## src/hdl/switch_pkg.sv

```systemverilog
package switch_pkg;

    // Lane count and the width of a lane index
    localparam int NUM_LANES = 4;
    localparam int LANE_BITS = 2;

    // FIFO sizing, shared by every ingress and egress FIFO
    localparam int FIFO_DEPTH = 4;
    localparam int ADDR_BITS  = 2;    // Pointer width, wraps at FIFO_DEPTH
    localparam int COUNT_BITS = 3;    // Wide enough to hold FIFO_DEPTH itself

    // Status flag thresholds on the occupancy count
    localparam int ALMOST_EMPTY_LEVEL = 1;   // almost_empty when count equals this
    localparam int ALMOST_FULL_LEVEL  = 2;   // almost_full from here up to one below depth

    // One flit is a single six bit word.
    // The top two bits steer it to an egress lane, the rest rides along.
    typedef struct packed {
        logic [LANE_BITS-1:0] dest;       // Destination lane
        logic [3:0]           payload;
    } flit_t;

endpackage

```

## src/hdl/fifo_if.sv

```systemverilog
`timescale 1ns/1ps

interface fifo_if;

    logic                push;
    logic                pop;
    switch_pkg::flit_t   data_in;
    switch_pkg::flit_t   data_out;     // Registered read data, holds between pops
    logic                empty;
    logic                almost_empty;
    logic                almost_full;  // Doubles as the pause level
    logic                full;
    logic                error;        // One cycle pulse after a refused operation

    modport fifo (
        input  push, pop, data_in,
        output data_out, empty, almost_empty, almost_full, full, error
    );

    modport writer (
        output push, data_in,
        input  full, almost_full
    );

    modport reader (
        output pop,
        input  data_out, empty, almost_empty
    );

endinterface

```

## src/hdl/dual_port_memory.sv

```systemverilog
`timescale 1ns/1ps

module dual_port_memory (
    input  logic                             clk,
    input  logic                             write_enable,
    input  logic [switch_pkg::ADDR_BITS-1:0] write_address,
    input  switch_pkg::flit_t                write_data,
    input  logic                             read_enable,
    input  logic [switch_pkg::ADDR_BITS-1:0] read_address,
    output switch_pkg::flit_t                read_data
);

    switch_pkg::flit_t mem [switch_pkg::FIFO_DEPTH];

    // Write port
    always_ff @(posedge clk) begin
        if (write_enable) begin
            mem[write_address] <= write_data;
        end
    end

    // Read port, output register keeps the last flit read
    always_ff @(posedge clk) begin
        if (read_enable) begin
            read_data <= mem[read_address];
        end
    end

endmodule

```

## src/hdl/fifo.sv

```systemverilog
`timescale 1ns/1ps

module fifo (
    input  logic clk,
    input  logic reset_L,
    fifo_if.fifo fifo_bus
);

    logic [switch_pkg::ADDR_BITS-1:0]  wr_ptr;
    logic [switch_pkg::ADDR_BITS-1:0]  rd_ptr;
    logic [switch_pkg::COUNT_BITS-1:0] count;     // Occupancy
    logic                              push_ok;   // Accepted push
    logic                              pop_ok;    // Accepted pop
    logic                              refused;

    // A push into a full FIFO or a pop from an empty one never reaches the memory
    assign push_ok = fifo_bus.push && !fifo_bus.full;
    assign pop_ok  = fifo_bus.pop && !fifo_bus.empty;
    assign refused = (fifo_bus.push && fifo_bus.full) || (fifo_bus.pop && fifo_bus.empty);

    dual_port_memory u_mem (
        .clk           (clk),
        .write_enable  (push_ok),
        .write_address (wr_ptr),
        .write_data    (fifo_bus.data_in),
        .read_enable   (pop_ok),
        .read_address  (rd_ptr),
        .read_data     (fifo_bus.data_out)
    );

    // Pointers wrap on their own at the depth
    always_ff @(posedge clk) begin
        if (!reset_L) begin
            wr_ptr <= '0;
            rd_ptr <= '0;
        end else begin
            if (push_ok) begin
                wr_ptr <= wr_ptr + 1'b1;
            end
            if (pop_ok) begin
                rd_ptr <= rd_ptr + 1'b1;
            end
        end
    end

    always_ff @(posedge clk) begin
        if (!reset_L) begin
            count <= '0;
        end else begin
            case ({push_ok, pop_ok})
                2'b10:   count <= count + 1'b1;
                2'b01:   count <= count - 1'b1;
                default: count <= count;       // Idle, or push and pop together
            endcase
        end
    end

    // Flags come straight off the count register,
    // so they trail an accepted operation by one cycle
    assign fifo_bus.empty        = (count == '0);
    assign fifo_bus.full         = (int'(count) == switch_pkg::FIFO_DEPTH);
    assign fifo_bus.almost_empty = (int'(count) == switch_pkg::ALMOST_EMPTY_LEVEL);
    assign fifo_bus.almost_full  = (int'(count) >= switch_pkg::ALMOST_FULL_LEVEL)
                                && (int'(count) < switch_pkg::FIFO_DEPTH);

    // Single cycle error pulse
    always_ff @(posedge clk) begin
        if (!reset_L) begin
            fifo_bus.error <= 1'b0;
        end else begin
            fifo_bus.error <= refused;
        end
    end

endmodule

```

## src/hdl/packet_switch.sv

```systemverilog
`timescale 1ns/1ps

module packet_switch (
    input  logic                                clk,
    input  logic                                reset_L,

    // Ingress side
    input  logic [switch_pkg::NUM_LANES-1:0]    push_in,
    input  switch_pkg::flit_t                   data_in [switch_pkg::NUM_LANES],
    output logic [switch_pkg::NUM_LANES-1:0]    ingress_full,

    // Egress side
    input  logic [switch_pkg::NUM_LANES-1:0]    pop_out,
    output switch_pkg::flit_t                   data_out [switch_pkg::NUM_LANES],
    output logic [switch_pkg::NUM_LANES-1:0]    egress_empty,

    // Refused push per ingress lane, refused pop per egress lane
    output logic [switch_pkg::NUM_LANES-1:0]    error_in,
    output logic [switch_pkg::NUM_LANES-1:0]    error_out
);

    fifo_if ingress_if [switch_pkg::NUM_LANES] ();
    fifo_if egress_if  [switch_pkg::NUM_LANES] ();

    for (genvar i = 0; i < switch_pkg::NUM_LANES; i++) begin : g_lane

        // Ingress FIFO, filled from the outside
        fifo u_ingress_fifo (
            .clk      (clk),
            .reset_L  (reset_L),
            .fifo_bus (ingress_if[i].fifo)
        );

        assign ingress_if[i].push    = push_in[i];
        assign ingress_if[i].data_in = data_in[i];
        assign ingress_full[i]       = ingress_if[i].full;
        assign error_in[i]           = ingress_if[i].error;

        // Egress FIFO, drained from the outside
        fifo u_egress_fifo (
            .clk      (clk),
            .reset_L  (reset_L),
            .fifo_bus (egress_if[i].fifo)
        );

        assign egress_if[i].pop = pop_out[i];
        assign data_out[i]      = egress_if[i].data_out;
        assign egress_empty[i]  = egress_if[i].empty;
        assign error_out[i]     = egress_if[i].error;

    end

    // Moves one flit per cycle from the ingress reader side to the egress writer side
    round_robin_arbiter u_arbiter (
        .clk     (clk),
        .reset_L (reset_L),
        .ingress (ingress_if),
        .egress  (egress_if)
    );

endmodule

```

## src/hdl/round_robin_arbiter.sv

```systemverilog
`timescale 1ns/1ps

module round_robin_arbiter (
    input  logic   clk,
    input  logic   reset_L,
    fifo_if.reader ingress [switch_pkg::NUM_LANES],
    fifo_if.writer egress  [switch_pkg::NUM_LANES]
);

    logic [switch_pkg::NUM_LANES-1:0] in_empty;
    logic [switch_pkg::NUM_LANES-1:0] out_almost_full;
    switch_pkg::flit_t                in_data [switch_pkg::NUM_LANES];

    logic                             pause;
    logic [switch_pkg::LANE_BITS-1:0] rr_ptr;        // Lane searched first
    logic [switch_pkg::LANE_BITS-1:0] grant_lane;
    logic                             grant_valid;
    logic [switch_pkg::LANE_BITS-1:0] idx;
    logic                             found;

    logic                             flight_valid;  // A flit left an ingress FIFO last cycle
    logic [switch_pkg::LANE_BITS-1:0] flight_lane;   // ...and this is where it came from
    switch_pkg::flit_t                flight_flit;

    // Interface arrays cannot take a variable index, so flatten them per lane
    for (genvar i = 0; i < switch_pkg::NUM_LANES; i++) begin : g_lane
        assign in_empty[i]        = ingress[i].empty;
        assign in_data[i]         = ingress[i].data_out;
        assign out_almost_full[i] = egress[i].almost_full;

        assign ingress[i].pop = grant_valid && (int'(grant_lane) == i);

        assign egress[i].push    = flight_valid && (int'(flight_flit.dest) == i);
        assign egress[i].data_in = flight_flit;
    end

    // Any egress near full stalls the whole switch
    assign pause = |out_almost_full;

    // First non-empty lane at or after the pointer
    always_comb begin
        found      = 1'b0;
        grant_lane = rr_ptr;
        idx        = rr_ptr;
        for (int k = 0; k < switch_pkg::NUM_LANES; k++) begin
            idx = rr_ptr + k[switch_pkg::LANE_BITS-1:0];
            if (!found && !in_empty[idx]) begin
                found      = 1'b1;
                grant_lane = idx;
            end
        end
    end

    assign grant_valid = found && !pause;

    always_ff @(posedge clk) begin
        if (!reset_L) begin
            rr_ptr <= '0;
        end else if (grant_valid) begin
            rr_ptr <= grant_lane + 1'b1;      // Winner goes to the back of the line
        end
    end

    // In-flight stage, the ingress read register holds the flit during this cycle
    always_ff @(posedge clk) begin
        if (!reset_L) begin
            flight_valid <= 1'b0;
        end else begin
            flight_valid <= grant_valid;
        end
    end

    always_ff @(posedge clk) begin
        if (grant_valid) begin
            flight_lane <= grant_lane;
        end
    end

    assign flight_flit = in_data[flight_lane];

endmodule

```

## config.mk

```make
export PLATFORM = sky130hd
export DESIGN_NAME = packet_switch
export DESIGN_NICKNAME = d
export VERILOG_FILES = /design/src/hdl/switch_pkg.sv /design/src/hdl/fifo_if.sv /design/src/hdl/dual_port_memory.sv /design/src/hdl/fifo.sv /design/src/hdl/packet_switch.sv /design/src/hdl/round_robin_arbiter.sv
export SDC_FILE = /design/constraint.sdc
export NUM_CORES = 1
export LEC_CHECK = 0
export ABC_AREA = 1
export BUFFER_PORTS_ARGS = -buffer_cell sky130_fd_sc_hd__buf_4
export CORE_UTILIZATION = 25
export CTS_CLUSTER_SIZE = 40
export DETAILED_ROUTE_END_ITERATION = 12
export GPL_TIMING_DRIVEN = 1
export PLACE_DENSITY = 0.48
export SYNTH_ARGS = -nofsm -noshare
export SYNTH_HDL_FRONTEND = slang
export SYNTH_SLANG_ARGS = --single-unit
```

## constraint.sdc

```tcl
create_clock -name clk -period 6.45 [get_ports clk]
set_clock_uncertainty 0.1 [all_clocks]
set_input_delay 0.9675 -clock clk [delete_from_list [all_inputs] [get_ports clk]]
set_output_delay 0.9675 -clock clk [all_outputs]
set_load 0.005 [all_outputs]
```

### Word-level counts from Yosys, hierarchy flattened

Memories as Yosys holds them, arrays and structs flattened. A register that Yosys moved wholly into a read port is not among the register bits.
Index checks and enable logic that the tools add are counted.

* register bits after elaboration: 69
* bits in writable memories: 192
* input bits: 34
* output and inout bits: 40
* logic and storage cells: 262
* memories kept: 8

* $add $sub $neg: 36
* order comparisons: 13
* eq/ne operators: 30
* muxes and demuxes: 42
* bitwise logic cells: 1
* reduce and logical (&&, ||, !) cells: 97

Memory list
* g_lane[0].u_egress_fifo.u_mem.mem: depth 4, width 6, rd ports 1, clocked after memory_dff 1, wr ports 1, line dual_port_memory.sv:13 `switch_pkg::flit_t mem [switch_pkg::FIFO_DEPTH];`
* g_lane[0].u_ingress_fifo.u_mem.mem: depth 4, width 6, rd ports 1, clocked after memory_dff 1, wr ports 1, line dual_port_memory.sv:13
* g_lane[1].u_egress_fifo.u_mem.mem: depth 4, width 6, rd ports 1, clocked after memory_dff 1, wr ports 1, line dual_port_memory.sv:13
* g_lane[1].u_ingress_fifo.u_mem.mem: depth 4, width 6, rd ports 1, clocked after memory_dff 1, wr ports 1, line dual_port_memory.sv:13
* g_lane[2].u_egress_fifo.u_mem.mem: depth 4, width 6, rd ports 1, clocked after memory_dff 1, wr ports 1, line dual_port_memory.sv:13
* g_lane[2].u_ingress_fifo.u_mem.mem: depth 4, width 6, rd ports 1, clocked after memory_dff 1, wr ports 1, line dual_port_memory.sv:13
* 2 more memories

Operator list (count)
* $logic_and A1 B1 Y1: 48
* $pmux W3 S2: 8
* $add A2 B1 Y2 const B: 18
* $add A3 B1 Y3 const B: 8
* $eq A2 B2 Y1 const B: 12
* $eq A3 B3 Y1 const B: 8
* $logic_not A3 Y1: 8
* $mux W1: 24
* $sub A3 B1 Y3 const B: 8
* $logic_not A1 Y1: 22
* $eq A2 B1 Y1 const B: 10
* $reduce_bool A2 Y1: 8
* $bmux W6 S2: 1
* $ge A3 B2 Y1 const B: 4
* $lt A2 B3 Y1 const B: 4
* $lt A3 B3 Y1 const B: 4
* $mux W6: 2
* $bmux W1 S2: 4
* $logic_or A1 B1 Y1: 8
* $mux W2: 3
* $add A2 B2 Y2 const B: 2
* $logic_not A2 Y1: 2
* $reduce_or A4 Y1: 1
* $ge A3 B3 Y1 const B: 1
* $not A2 Y3: 1

### Logic depth before layout (Yosys ltp)

Gate-level depths: netlist of the first run.

* depth after elaboration: 17
* gate-level depth with buffers: 23
* mapped depth without buffers: 22

### Modules after synthesis

From an unflattened synthesis of the first run, not the netlist that was laid out.

* cells, all modules: 1529
* area, all modules: 14295.0 µm²

Modules (own cells, without submodules)
* dual_port_memory: times used 8, cells each 107, area each 1221.2 µm², sequential area each 900.9 µm²
* fifo: times used 8, cells each 61, area each 426.7 µm², sequential area each 160.2 µm²
* round_robin_arbiter: times used 1, cells each 169, area each 992.2 µm², sequential area each 120.1 µm²
* packet_switch: times used 1, cells each 16, area each 120.1 µm², sequential area each 0.0 µm²

### Worst setup path before layout of the first run

Ideal clock, no wire load.

* path type: register to register
* from: reg u_arbiter.rr_ptr[0] (netlist name)
* to: reg g_lane[2].u_ingress_fifo.count[2] (netlist name)
* setup time: 0.122 ns
* arrival: 2.837 ns
* data required time: 6.228 ns
* path slack: 3.390 ns
* cell stages (with the launch flop): 21
* buffers on the path: 1
* clock period less this slack: 3.060 ns
* cell sequence: dfxtp_1 -> buf_6 -> inv_4 -> nand3_1 -> nand3_1 -> nand2_2 -> inv_1 -> nand3_1 -> nand2_1 -> xor2_1 -> a21oi_1 -> ha_1 -> nand3_2 -> inv_1 -> ha_1 -> inv_1 -> fa_1 -> a21oi_1 -> o21ai_0 -> o21ai_0 -> a21oi_1

* word-level cells in the longest chain between the ends: 17
* elaborated cells on any way between the ends: 34
* those cells by class: add/sub (3); eq/ne (3); mux (16); reduce/logical (12)

Ends and longest elaborated chain
* start: declaration: line round_robin_arbiter.sv:15 `logic [switch_pkg::LANE_BITS-1:0] rr_ptr;`
* start signal: assignment: line round_robin_arbiter.sv:60 `rr_ptr <= grant_lane + 1'b1;`
* $add A2 B1 Y2: line round_robin_arbiter.sv:46 `idx = rr_ptr + k[switch_pkg::LANE_BITS-1:0];`
* $bmux W1 S2: line round_robin_arbiter.sv:47 `if (!found && !in_empty[idx]) begin`
* $mux W1 (not written as such): line round_robin_arbiter.sv:47
* $logic_not A1 Y1: line round_robin_arbiter.sv:47
* $logic_and A1 B1 Y1: line round_robin_arbiter.sv:47
* $mux W1: line round_robin_arbiter.sv:47
* $logic_not A1 Y1: line round_robin_arbiter.sv:47
* $logic_and A1 B1 Y1: line round_robin_arbiter.sv:47
* [3 not listed]
* $mux W2 (*): line round_robin_arbiter.sv:47
* named net u_arbiter.grant_lane, one bit: line round_robin_arbiter.sv:16 `logic [switch_pkg::LANE_BITS-1:0] grant_lane;`
* $eq A2 B2 Y1 (*): line round_robin_arbiter.sv:31 `assign ingress[i].pop = grant_valid && (int'(grant_lane) == i);`
* $logic_and A1 B1 Y1 (*): line round_robin_arbiter.sv:31
* $logic_and A1 B1 Y1 (*): line fifo.sv:18 `assign pop_ok = fifo_bus.pop && !fifo_bus.empty;`
* named net g_lane[2].u_ingress_fifo.pop_ok: line fifo.sv:13 `logic pop_ok;`
* $eq A2 B1 Y1 or $eq A2 B2 Y1 (tied branches): line fifo.sv:50 `case ({push_ok, pop_ok})`
* $pmux W3 S2 or $reduce_bool A2 Y1 (tied branches)
* end signal: assignment: line fifo.sv:51 `2'b10: count <= count + 1'b1;`
* end signal: assignment: line fifo.sv:52 `2'b01: count <= count - 1'b1;`
* end signal: assignment: line fifo.sv:53 `default: count <= count;`
* end: declaration: line fifo.sv:11 `logic [switch_pkg::COUNT_BITS-1:0] count;`

Mark *: on every way through the listed nets, which the timed path passes. The rest lies on a longest branch. The select of a mux whose other input is x is not followed.
A chain may end at the register's enable or synchronous reset.

### Worst setup path in the final report of the first run

* from: reg u_arbiter.rr_ptr[0] (netlist name)
* to: reg g_lane[0].u_ingress_fifo.count[2] (netlist name)

* word-level cells in the longest chain between the ends: 17
* elaborated cells on any way between the ends: 34
* those cells by class: add/sub (3); eq/ne (2); mux (16); reduce/logical (13)

Ends and longest elaborated chain (line)
* $add A2 B1 Y2: round_robin_arbiter.sv:46
* $bmux W1 S2: round_robin_arbiter.sv:47
* $mux W1 (not written as such): round_robin_arbiter.sv:47
* $logic_not A1 Y1: round_robin_arbiter.sv:47
* $logic_and A1 B1 Y1: round_robin_arbiter.sv:47
* $mux W1: round_robin_arbiter.sv:47
* $logic_not A1 Y1: round_robin_arbiter.sv:47
* $logic_and A1 B1 Y1: round_robin_arbiter.sv:47
* [2 not listed]
* $logic_and A1 B1 Y1: round_robin_arbiter.sv:47
* $mux W2 or $mux W1 (tied branches): round_robin_arbiter.sv:47
* $logic_not A2 Y1 or $logic_and A1 B1 Y1 (tied branches): round_robin_arbiter.sv:31, round_robin_arbiter.sv:54
* $logic_and A1 B1 Y1 (*): round_robin_arbiter.sv:31
* $logic_and A1 B1 Y1 (*): fifo.sv:18
* named net g_lane[0].u_ingress_fifo.pop_ok: fifo.sv:13
* $eq A2 B1 Y1 or $eq A2 B2 Y1 (tied branches): fifo.sv:50
* $pmux W3 S2 or $reduce_bool A2 Y1 (tied branches)
* end signal: assignment: fifo.sv:51
* end signal: assignment: fifo.sv:52
* end signal: assignment: fifo.sv:53
* end: declaration: fifo.sv:11

Marked as above.

==> results.py, run 1 <==
metrics = {
    "synthesis": {
        "postSynthAreaPerCell_um2": 11.56,
        "syn_area_um2": 12930,
        "synth_cell_types": 33,
        "synth-seq-cells": 309,
        "ys_seq_area_share_pct": 66.58,
        "synth_cells": 1118,
        "syn-num-nets": 1204,
        "yosys_warnings": 0,
    },
    "sta": {
        "period_share_pct": 56.49,
        "fmax_mhz": 274.4,
        "period_needed_ns": 3.644,
        "rsz0062_at_grt": "false",
        "fin_tns_setup_ns": 0,
        "hold_viol_final": 0,
        "slew_headroom_pct": 41.60,
        "worst_slew_pin_slew_ns": 0.8728,
        "slew_viol_final": 0,
        "finalSetupViolations": 0,
    },
    "hold_path": {
        "min_to": "g_lane[0].u_ingress_fifo.count[0]",
        "hold_path_depth": 1,
        "hp-class": "flop to flop",
        "min_from": "g_lane[0].u_ingress_fifo.count[0]",
    },
    "clocking": {
        "numCtsBuffers": 35,
        "hold_buffers": 0,
        "cts.repair.resized": 0,
        "htree_levels": 2,
        "root_buffer": "clkbuf_16",
        "cts_sinks": 309,
        "cts_tree": "done",
        "clk_pin_slew_ns": 0.06,
        "post-cts-setup-buffers": 0,
        "clk_latency_ns": 0.51,
        "cts_buffer_depth": 3,
    },
    "placed_design": {
        "dpl.hpwl_mm": 18.79,
        "port_buffers": 73,
        "place.gp.congestion": 0.7576,
    },
    "power": {
        "finalPower_mw": 7.056,
        "p_leak_nw": 5.451,
        "power.switching_mw": 2.531,
        "p_int_mw": 4.525,
        "pwr-share-comb_pct": 30.8,
        "powerDensity_nw_per_um2": 464.6,
        "seqPwrFrac_pct": 42.7,
        "clock_power_share_pct": 26.5,
        "vdd_drop_max_v": 0.0001854,
        "switching_share_pct": 35.87,
    },
    "critical_path": {
        "crit_type": "flop to flop",
        "crit_path_max_fanout": 10,
        "reg2reg_slack_ns": 2.81,
        "crit_chain": "inv_4 -> nand2_1 -> nand2_1 -> nand3_2 -> nand2_4 -> nor2_8 -> nand2_1 -> nand2_1 -> xor2_1 -> nand2_1 -> o21ai_1 -> ha_1 -> nand3_2 -> inv_1 -> ha_1 -> inv_1 -> fa_1 -> a21oi_1 -> o21ai_0 -> o21ai_0 -> a21oi_1",
        "critical-path-slowest-cell": "dfxtp_1",
        "r2r_start": "u_arbiter.rr_ptr[0]",
        "ff2ff_path_depth": 21,
        "cp.required_ns": 6.74,
        "cp-end-kind": "flop",
        "crit_path_max_incr_delay_ns": 0.58,
        "cp_common_cell": "nand2_1",
        "start_kind": "flop",
        "cp_data_arrival_time_ns": 3.94,
        "r2r_end": "g_lane[0].u_ingress_fifo.count[2]",
    },
    "drt": {
        "drt_iter0_markers": 457,
        "vias": 7967,
        "via_per_inst": 4.220,
        "drc": 0,
        "wirelength_mm": 27.62,
        "dr.pass1.iters": 5,
        "wire_per_inst_um": 14.63,
        "final_antenna_net_count": 0,
    },
    "die": {
        "die-area_um2": 52630,
        "die_h_um": 229.4,
        "start_util_pct": 25.56,
        "rows": 82,
        "io_pins": 74,
        "die_w_um": 229.4,
        "core_area_um2": 50580,
    },
    "finish": {
        "syn_to_final_growth_pct": 17.46,
        "drive_above_1_share_pct": 14.39,
        "multi_input_area_um2": 3550,
        "nets": 1276,
        "fillCellCount": 5104,
        "n_antenna_cell": 0,
        "regArea_um2": 8608,
    },
    "job": {
        "cap_violations": 0,
    },
    "global_route": {
        "grt_max_degree": 56,
        "grt_pass1_wl_mm": 42.76,
        "first_global_vias": 7720,
        "grt-ovfl-total": 0,
        "grt_usage_pct": 10.35,
        "antenna_found_initial": 1,
    },
    "outcome": {
        "status": "completed",
    },
}
==> critical path, delay by kind of cell (launching register included) <==
kind / cells / cell delay, ns
fa+ha+maj: 3 / 0.84
buf+inv: 3 / 0.39
flops: 1 / 0.58
compound gates: 5 / 0.61
xor+xnor: 1 / 0.20
simple gates: 9 / 0.80
==> stage by stage <==
step | hold WS [ns] | cell area, µm² | worst slack, ns | std cells | util, %
after floorplan | 0.3538 | 12930 | 3.390 | 1118 | -
after global placement | 0.3670 | 14120 | 2.885 | 1825 | 27.91
after detailed placement | 0.3824 | 14120 | 2.815 | 1825 | 27.91
after CTS | 0.3946 | 15190 | 2.800 | 1888 | 30.02
after global routing | 0.4110 | 15190 | 2.426 | 1888 | 30.02
final | 0.3947 | 15190 | 2.806 | 1888 | 30.02
==> state kept, by name, indices dropped and copies added (netlist names) <==
name,count
g_lane.u_egress_fifo.count,12
g_lane.u_egress_fifo.fifo_bus.error,4
g_lane.u_egress_fifo.rd_ptr,8
g_lane.u_egress_fifo.u_mem.mem,96
g_lane.u_egress_fifo.u_mem.read_data,24
g_lane.u_egress_fifo.wr_ptr,8
g_lane.u_ingress_fifo.count,12
g_lane.u_ingress_fifo.fifo_bus.error,4
g_lane.u_ingress_fifo.rd_ptr,8
g_lane.u_ingress_fifo.u_mem.mem,96
g_lane.u_ingress_fifo.u_mem.read_data,24
g_lane.u_ingress_fifo.wr_ptr,8
u_arbiter.flight_lane,2
u_arbiter.flight_valid,1
u_arbiter.rr_ptr,2
==> power by group through the flow <==
| stage | sequential, mW | clock (mW) | combinational [mW] |
|---|---|---|---|
| final | 3.01 | 1.87 | 2.17 |
| after detailed placement | 3.05 | 0 | 2.20 |
| after CTS | 3.01 | 1.93 | 2.22 |
| after floorplan | 2.94 | 0 | 1.56 |
| after global routing | 3.05 | 2.00 | 2.46 |
| after global placement | 3.05 | 0 | 2.17 |
==> layout make-up <==
| cell class | count | area share (%) |
|---|---|---|
| Tap cell | 672 | 5.537 |
| Clock buffer | 46 | 6.039 |
| Timing Repair Buffer | 77 | 3.807 |
| Sequential cell | 309 | 56.69 |
| Multi-Input combinational cell | 625 | 23.37 |
| Clock inverter | 17 | 0.9970 |
| Inverter | 142 | 3.559 |
==> Yosys cell counts, drive strengths merged <==
library cell | count | area [µm²]
edfxtp | 242 | 7267
nand2 | 77 | 326.6
inv | 142 | 540.5
o21ai | 163 | 819.5
nor2 | 164 | 661.9
nor3 | 7 | 35.03
xor2 | 1 | 8.760
dfxtp | 67 | 1341
o31ai | 1 | 21.27
o22ai | 54 | 337.8
a21oi | 70 | 369.1
nand3 | 27 | 197.7
fa | 8 | 160.2
buf | 19 | 143.9
o21bai | 4 | 30.03
ha | 44 | 550.5
nand4 | 5 | 31.28
clkbuf | 23 | 86.33
==> cells in the final DEF (no fill, tap or decap), drive strengths merged <==
cell,Yosys,layout
o21ai,163,163
clkinvlp,0,3
dfxtp,67,67
buf,19,77
nand2,77,77
fa,8,8
ha,44,44
clkinv,0,9
xor2,1,1
o21bai,4,4
clkbuf,23,46
o31ai,1,1
edfxtp,242,242
nor3,7,7
bufinv,0,2
nand4,5,5
nor2,164,164
o22ai,54,54
nand3,27,27
inv,142,145
a21oi,70,70
==> routing by layer <==
layer / up-vias / share of wire [%] / track usage [%] / routed length (µm)
met5: - / 0.043 / 0 / 12
met4: 2 / 2.3 / 3.333 / 633
met3: 48 / 4.8 / 2.141 / 1334
met2: 161 / 47 / 17.33 / 13060
met1: 3729 / 46 / 13.25 / 12580
li1: 4027 / - / - / -
==> logic make-up after synthesis <==
family / synth area share, %
DFF: 66.58
AOI/OAI and AO/OA: 12.20
and+or+nand+nor: 9.687
buffers and inverters: 5.961
adders and majority gates: 5.497
xor gates and xnor gates: 0.06776
==> worst max path at each step <==
stage,startpoint,endpoint,cells past startpoint
2_1_floorplan,u_arbiter.rr_ptr[0],g_lane[2].u_ingress_fifo.count[2],20
3_3_place_gp,u_arbiter.rr_ptr[0],g_lane[3].u_ingress_fifo.count[2],19
3_5_place_dp,u_arbiter.rr_ptr[0],g_lane[3].u_ingress_fifo.count[2],19
4_1_cts,u_arbiter.rr_ptr[0],g_lane[3].u_ingress_fifo.count[2],19
5_1_grt,u_arbiter.rr_ptr[0],g_lane[0].u_ingress_fifo.count[2],20
6_report,u_arbiter.rr_ptr[0],g_lane[0].u_ingress_fifo.count[2],21
(Power assumes the default switching activity.)
==> run 2, diff against run 1 <==
PLACE_DENSITY = 0.5   (was 0.48)
clock period = 3.2 ns   (was 6.45 ns; I/O delays follow)
==> run 2 against run 1 <==
  * Via count up 1.8%
  * Fmax up 19%
  * Critical path depth down 1
  * Worst hold slack worse by 0.33 ns
  * Combinational power up 130%
  * Clock-buffer cell count down 3
  * Sequential share of layout area down 1.4 points
  * Non-clock buffer count up 25
  * Critical path type unchanged
  * Critical endpoint unchanged
  * Largest power group unchanged
  * Highest routed layer is now met4
==> results.py, run 2 (synthesized netlist as in run 1, its figures left out) <==
metrics = {
    "critical_path": {
        "cp.required_ns": 3.49,
        "crit_type": "flop to flop",
        "start_kind": "flop",
        "crit_path_max_incr_delay_ns": 0.39,
        "crit_family": "simple AND/OR/NAND/NOR gates",
        "timing.critical_path.buf_inv": 2,
        "crit_path_max_fanout": 4,
        "crit_chain": "nor2_4 -> nand3_2 -> nand3_2 -> nand2_4 -> nor2_8 -> nand2_2 -> nand2_2 -> xor2_2 -> nand2_1 -> o21ai_2 -> ha_2 -> nand3_2 -> inv_2 -> ha_4 -> inv_4 -> fa_2 -> a21oi_2 -> o21ai_2 -> o21ai_1 -> a21oi_1",
        "cp_data_arrival_time_ns": 3.35,
        "critical-path-slowest-cell": "fa_2",
        "cp_common_cell": "nand3_2",
        "cp-end-kind": "flop",
    },
    "finish": {
        "syn_to_final_growth_pct": 20.55,
        "mostFrequentLayoutCells": "edfxtp_1, nor2_1, o21ai_0",
        "drive_above_1_share_pct": 19.29,
        "final_area_um2": 15580,
        "regArea_um2": 8621,
        "nets": 1300,
        "reg_top3": "g_lane.u_egress_fifo.u_mem.mem: 96 flops, g_lane.u_ingress_fifo.u_mem.mem: 96 flops",
        "postLayoutCoreUtil_pct": 30.81,
        "instances_no_fill": 1912,
        "multi_input_area_um2": 3691,
        "fillCellCount": 5113,
        "final_common_cell": "edfxtp_1",
    },
    "sta": {
        "period_needed_ns": 3.066,
        "hold_viol_final": 0,
        "fmax_mhz": 326.2,
        "slew_viol_final": 0,
        "layout_setup_ws_ns": 0.1340,
        "finalSetupViolations": 0,
        "period_share_pct": 95.81,
        "hold_ws_ns": 0.06656,
        "slew_headroom_pct": 40.78,
        "worst_slew_pin_slew_ns": 0.8850,
    },
    "global_route": {
        "grt_pass1_wl_mm": 44.29,
        "antenna_found_initial": 0,
        "grt_util_met3_pct": 1.955,
        "grt-ovfl-total": 0,
        "grt_usage_pct": 10.68,
        "gr-usage-met1_pct": 14.25,
        "grt_max_degree": 55,
        "first_global_vias": 7900,
        "use_met2_pct": 17.62,
        "top_usage_layer": "met2",
    },
    "drt": {
        "wire_per_inst_um": 14.78,
        "drt_iter0_markers": 465,
        "dr.pass1.iters": 4,
        "vias": 8109,
        "wirelength_mm": 28.27,
        "via_per_inst": 4.241,
        "final_antenna_net_count": 0,
        "drc": 0,
    },
    "clocking": {
        "numCtsBuffers": 34,
        "htree_levels": 2,
        "cts_tree": "done",
        "clk_pin_slew_ns": 0.06,
        "clk_latency_ns": 0.52,
        "hold_buffers": 0,
        "root_buffer": "clkbuf_16",
        "cts_buffer_depth": 3,
        "cts_sinks": 309,
    },
    "die": {
        "io_pins": 74,
        "start_util_pct": 25.56,
        "core_area_um2": 50580,
        "rows": 82,
        "die_h_um": 229.4,
        "die-area_um2": 52630,
        "die_w_um": 229.4,
    },
    "job": {
        "cap_violations": 0,
    },
    "power": {
        "p_leak_nw": 5.624,
        "vdd_drop_max_v": 0.0004361,
        "powerDensity_nw_per_um2": 968.1,
    },
    "hold_path": {
        "hp-class": "input port to flop",
    },
    "placed_design": {
        "dpl.hpwl_mm": 19.12,
        "dp_cells": 1847,
        "port_buffers": 73,
        "placed_area_um2": 14280,
        "dp_slack_ns": -0.007062,
        "place.gp.congestion": 0.7662,
    },
    "outcome": {
        "status": "completed",
    },
}
run 2: cell types whose count changed in the layout (fill, tap and decap cells not counted), moves of 5 or more:
cell     previous run  this run
buf_4              77       101
nand3_1            16         6
nand3_2            10        20
inv_1             131       125
o21ai_0           157       151
ha_1               44        39
nand2_1            66        61
run 2: layer usage:
layer	wire [µm]	vias up
met3	1026	42
met2	13390	145
met5	0	-
li1	-	4069
met1	13290	3853
met4	563	0
run 2: worst reg2reg max path, stage by stage (launching register included):
cell     delay [ns]
dfxtp_4        0.35
nor2_4         0.16
nand3_2        0.11
nand3_2        0.11
nand2_4        0.08
nor2_8         0.12
nand2_2        0.06
nand2_2        0.09
xor2_2         0.18
nand2_1        0.09
o21ai_2        0.08
ha_2           0.22
nand3_2        0.09
inv_2          0.09
ha_4           0.14
inv_4          0.05
fa_2           0.39
a21oi_2        0.17
o21ai_2        0.09
o21ai_1        0.13
a21oi_1        0.06
run 2: final timing paths:
check / startpoint / end / slack, ns / cells past startpoint
hold / removal: data_in[17] / g_lane[1].u_ingress_fifo.u_mem.mem[1][5] / 0.07 / 1
hold reg to reg: g_lane[2].u_ingress_fifo.count[0] / g_lane[2].u_ingress_fifo.count[0] / 0.39 / 1
setup reg to reg: g_lane[3].u_ingress_fifo.count[1] / g_lane[0].u_ingress_fifo.count[2] / 0.13 / 20
setup / recovery: g_lane[3].u_ingress_fifo.count[1] / g_lane[0].u_ingress_fifo.count[2] / 0.13 / 20
run 2: report_power, final:
group,switching (mW),internal [mW],total (mW)
clock,1.57,2.36,3.93
combinational,3.28,1.80,5.08
sequential,0.499,5.58,6.08
run 2: through the flow:
| stage | power [mW] | TNS [ns] |
|---|---|---|
| after floorplan | 9.073 | 0 |
| after global placement | 10.91 | 0 |
| after detailed placement | 10.96 | -0.007062 |
| after CTS | 14.96 | 0 |
| after global routing | 16.08 | -0.1447 |
| final | 15.09 | 0 |
run 2: area by class of cell:
| type | instances | area share, % |
|---|---|---|
| multi-input combinational | 625 | 23.68 |
| sequential | 309 | 55.31 |
| clock buffer | 43 | 5.877 |
| tap | 672 | 5.395 |
| inverter | 142 | 3.500 |
| antenna | 1 | 0.01606 |
| timing repair buffer | 102 | 4.937 |
| clock inverter | 18 | 1.276 |
run 2: what timing repair did:
item / 4_1_cts / 5_1_grt
gates resized for setup: 3 / 53
setup endpoints to repair: 3 / 5
gates cloned: 0 / 0
pin swaps: 1 / 23
setup buffers: 0 / 3
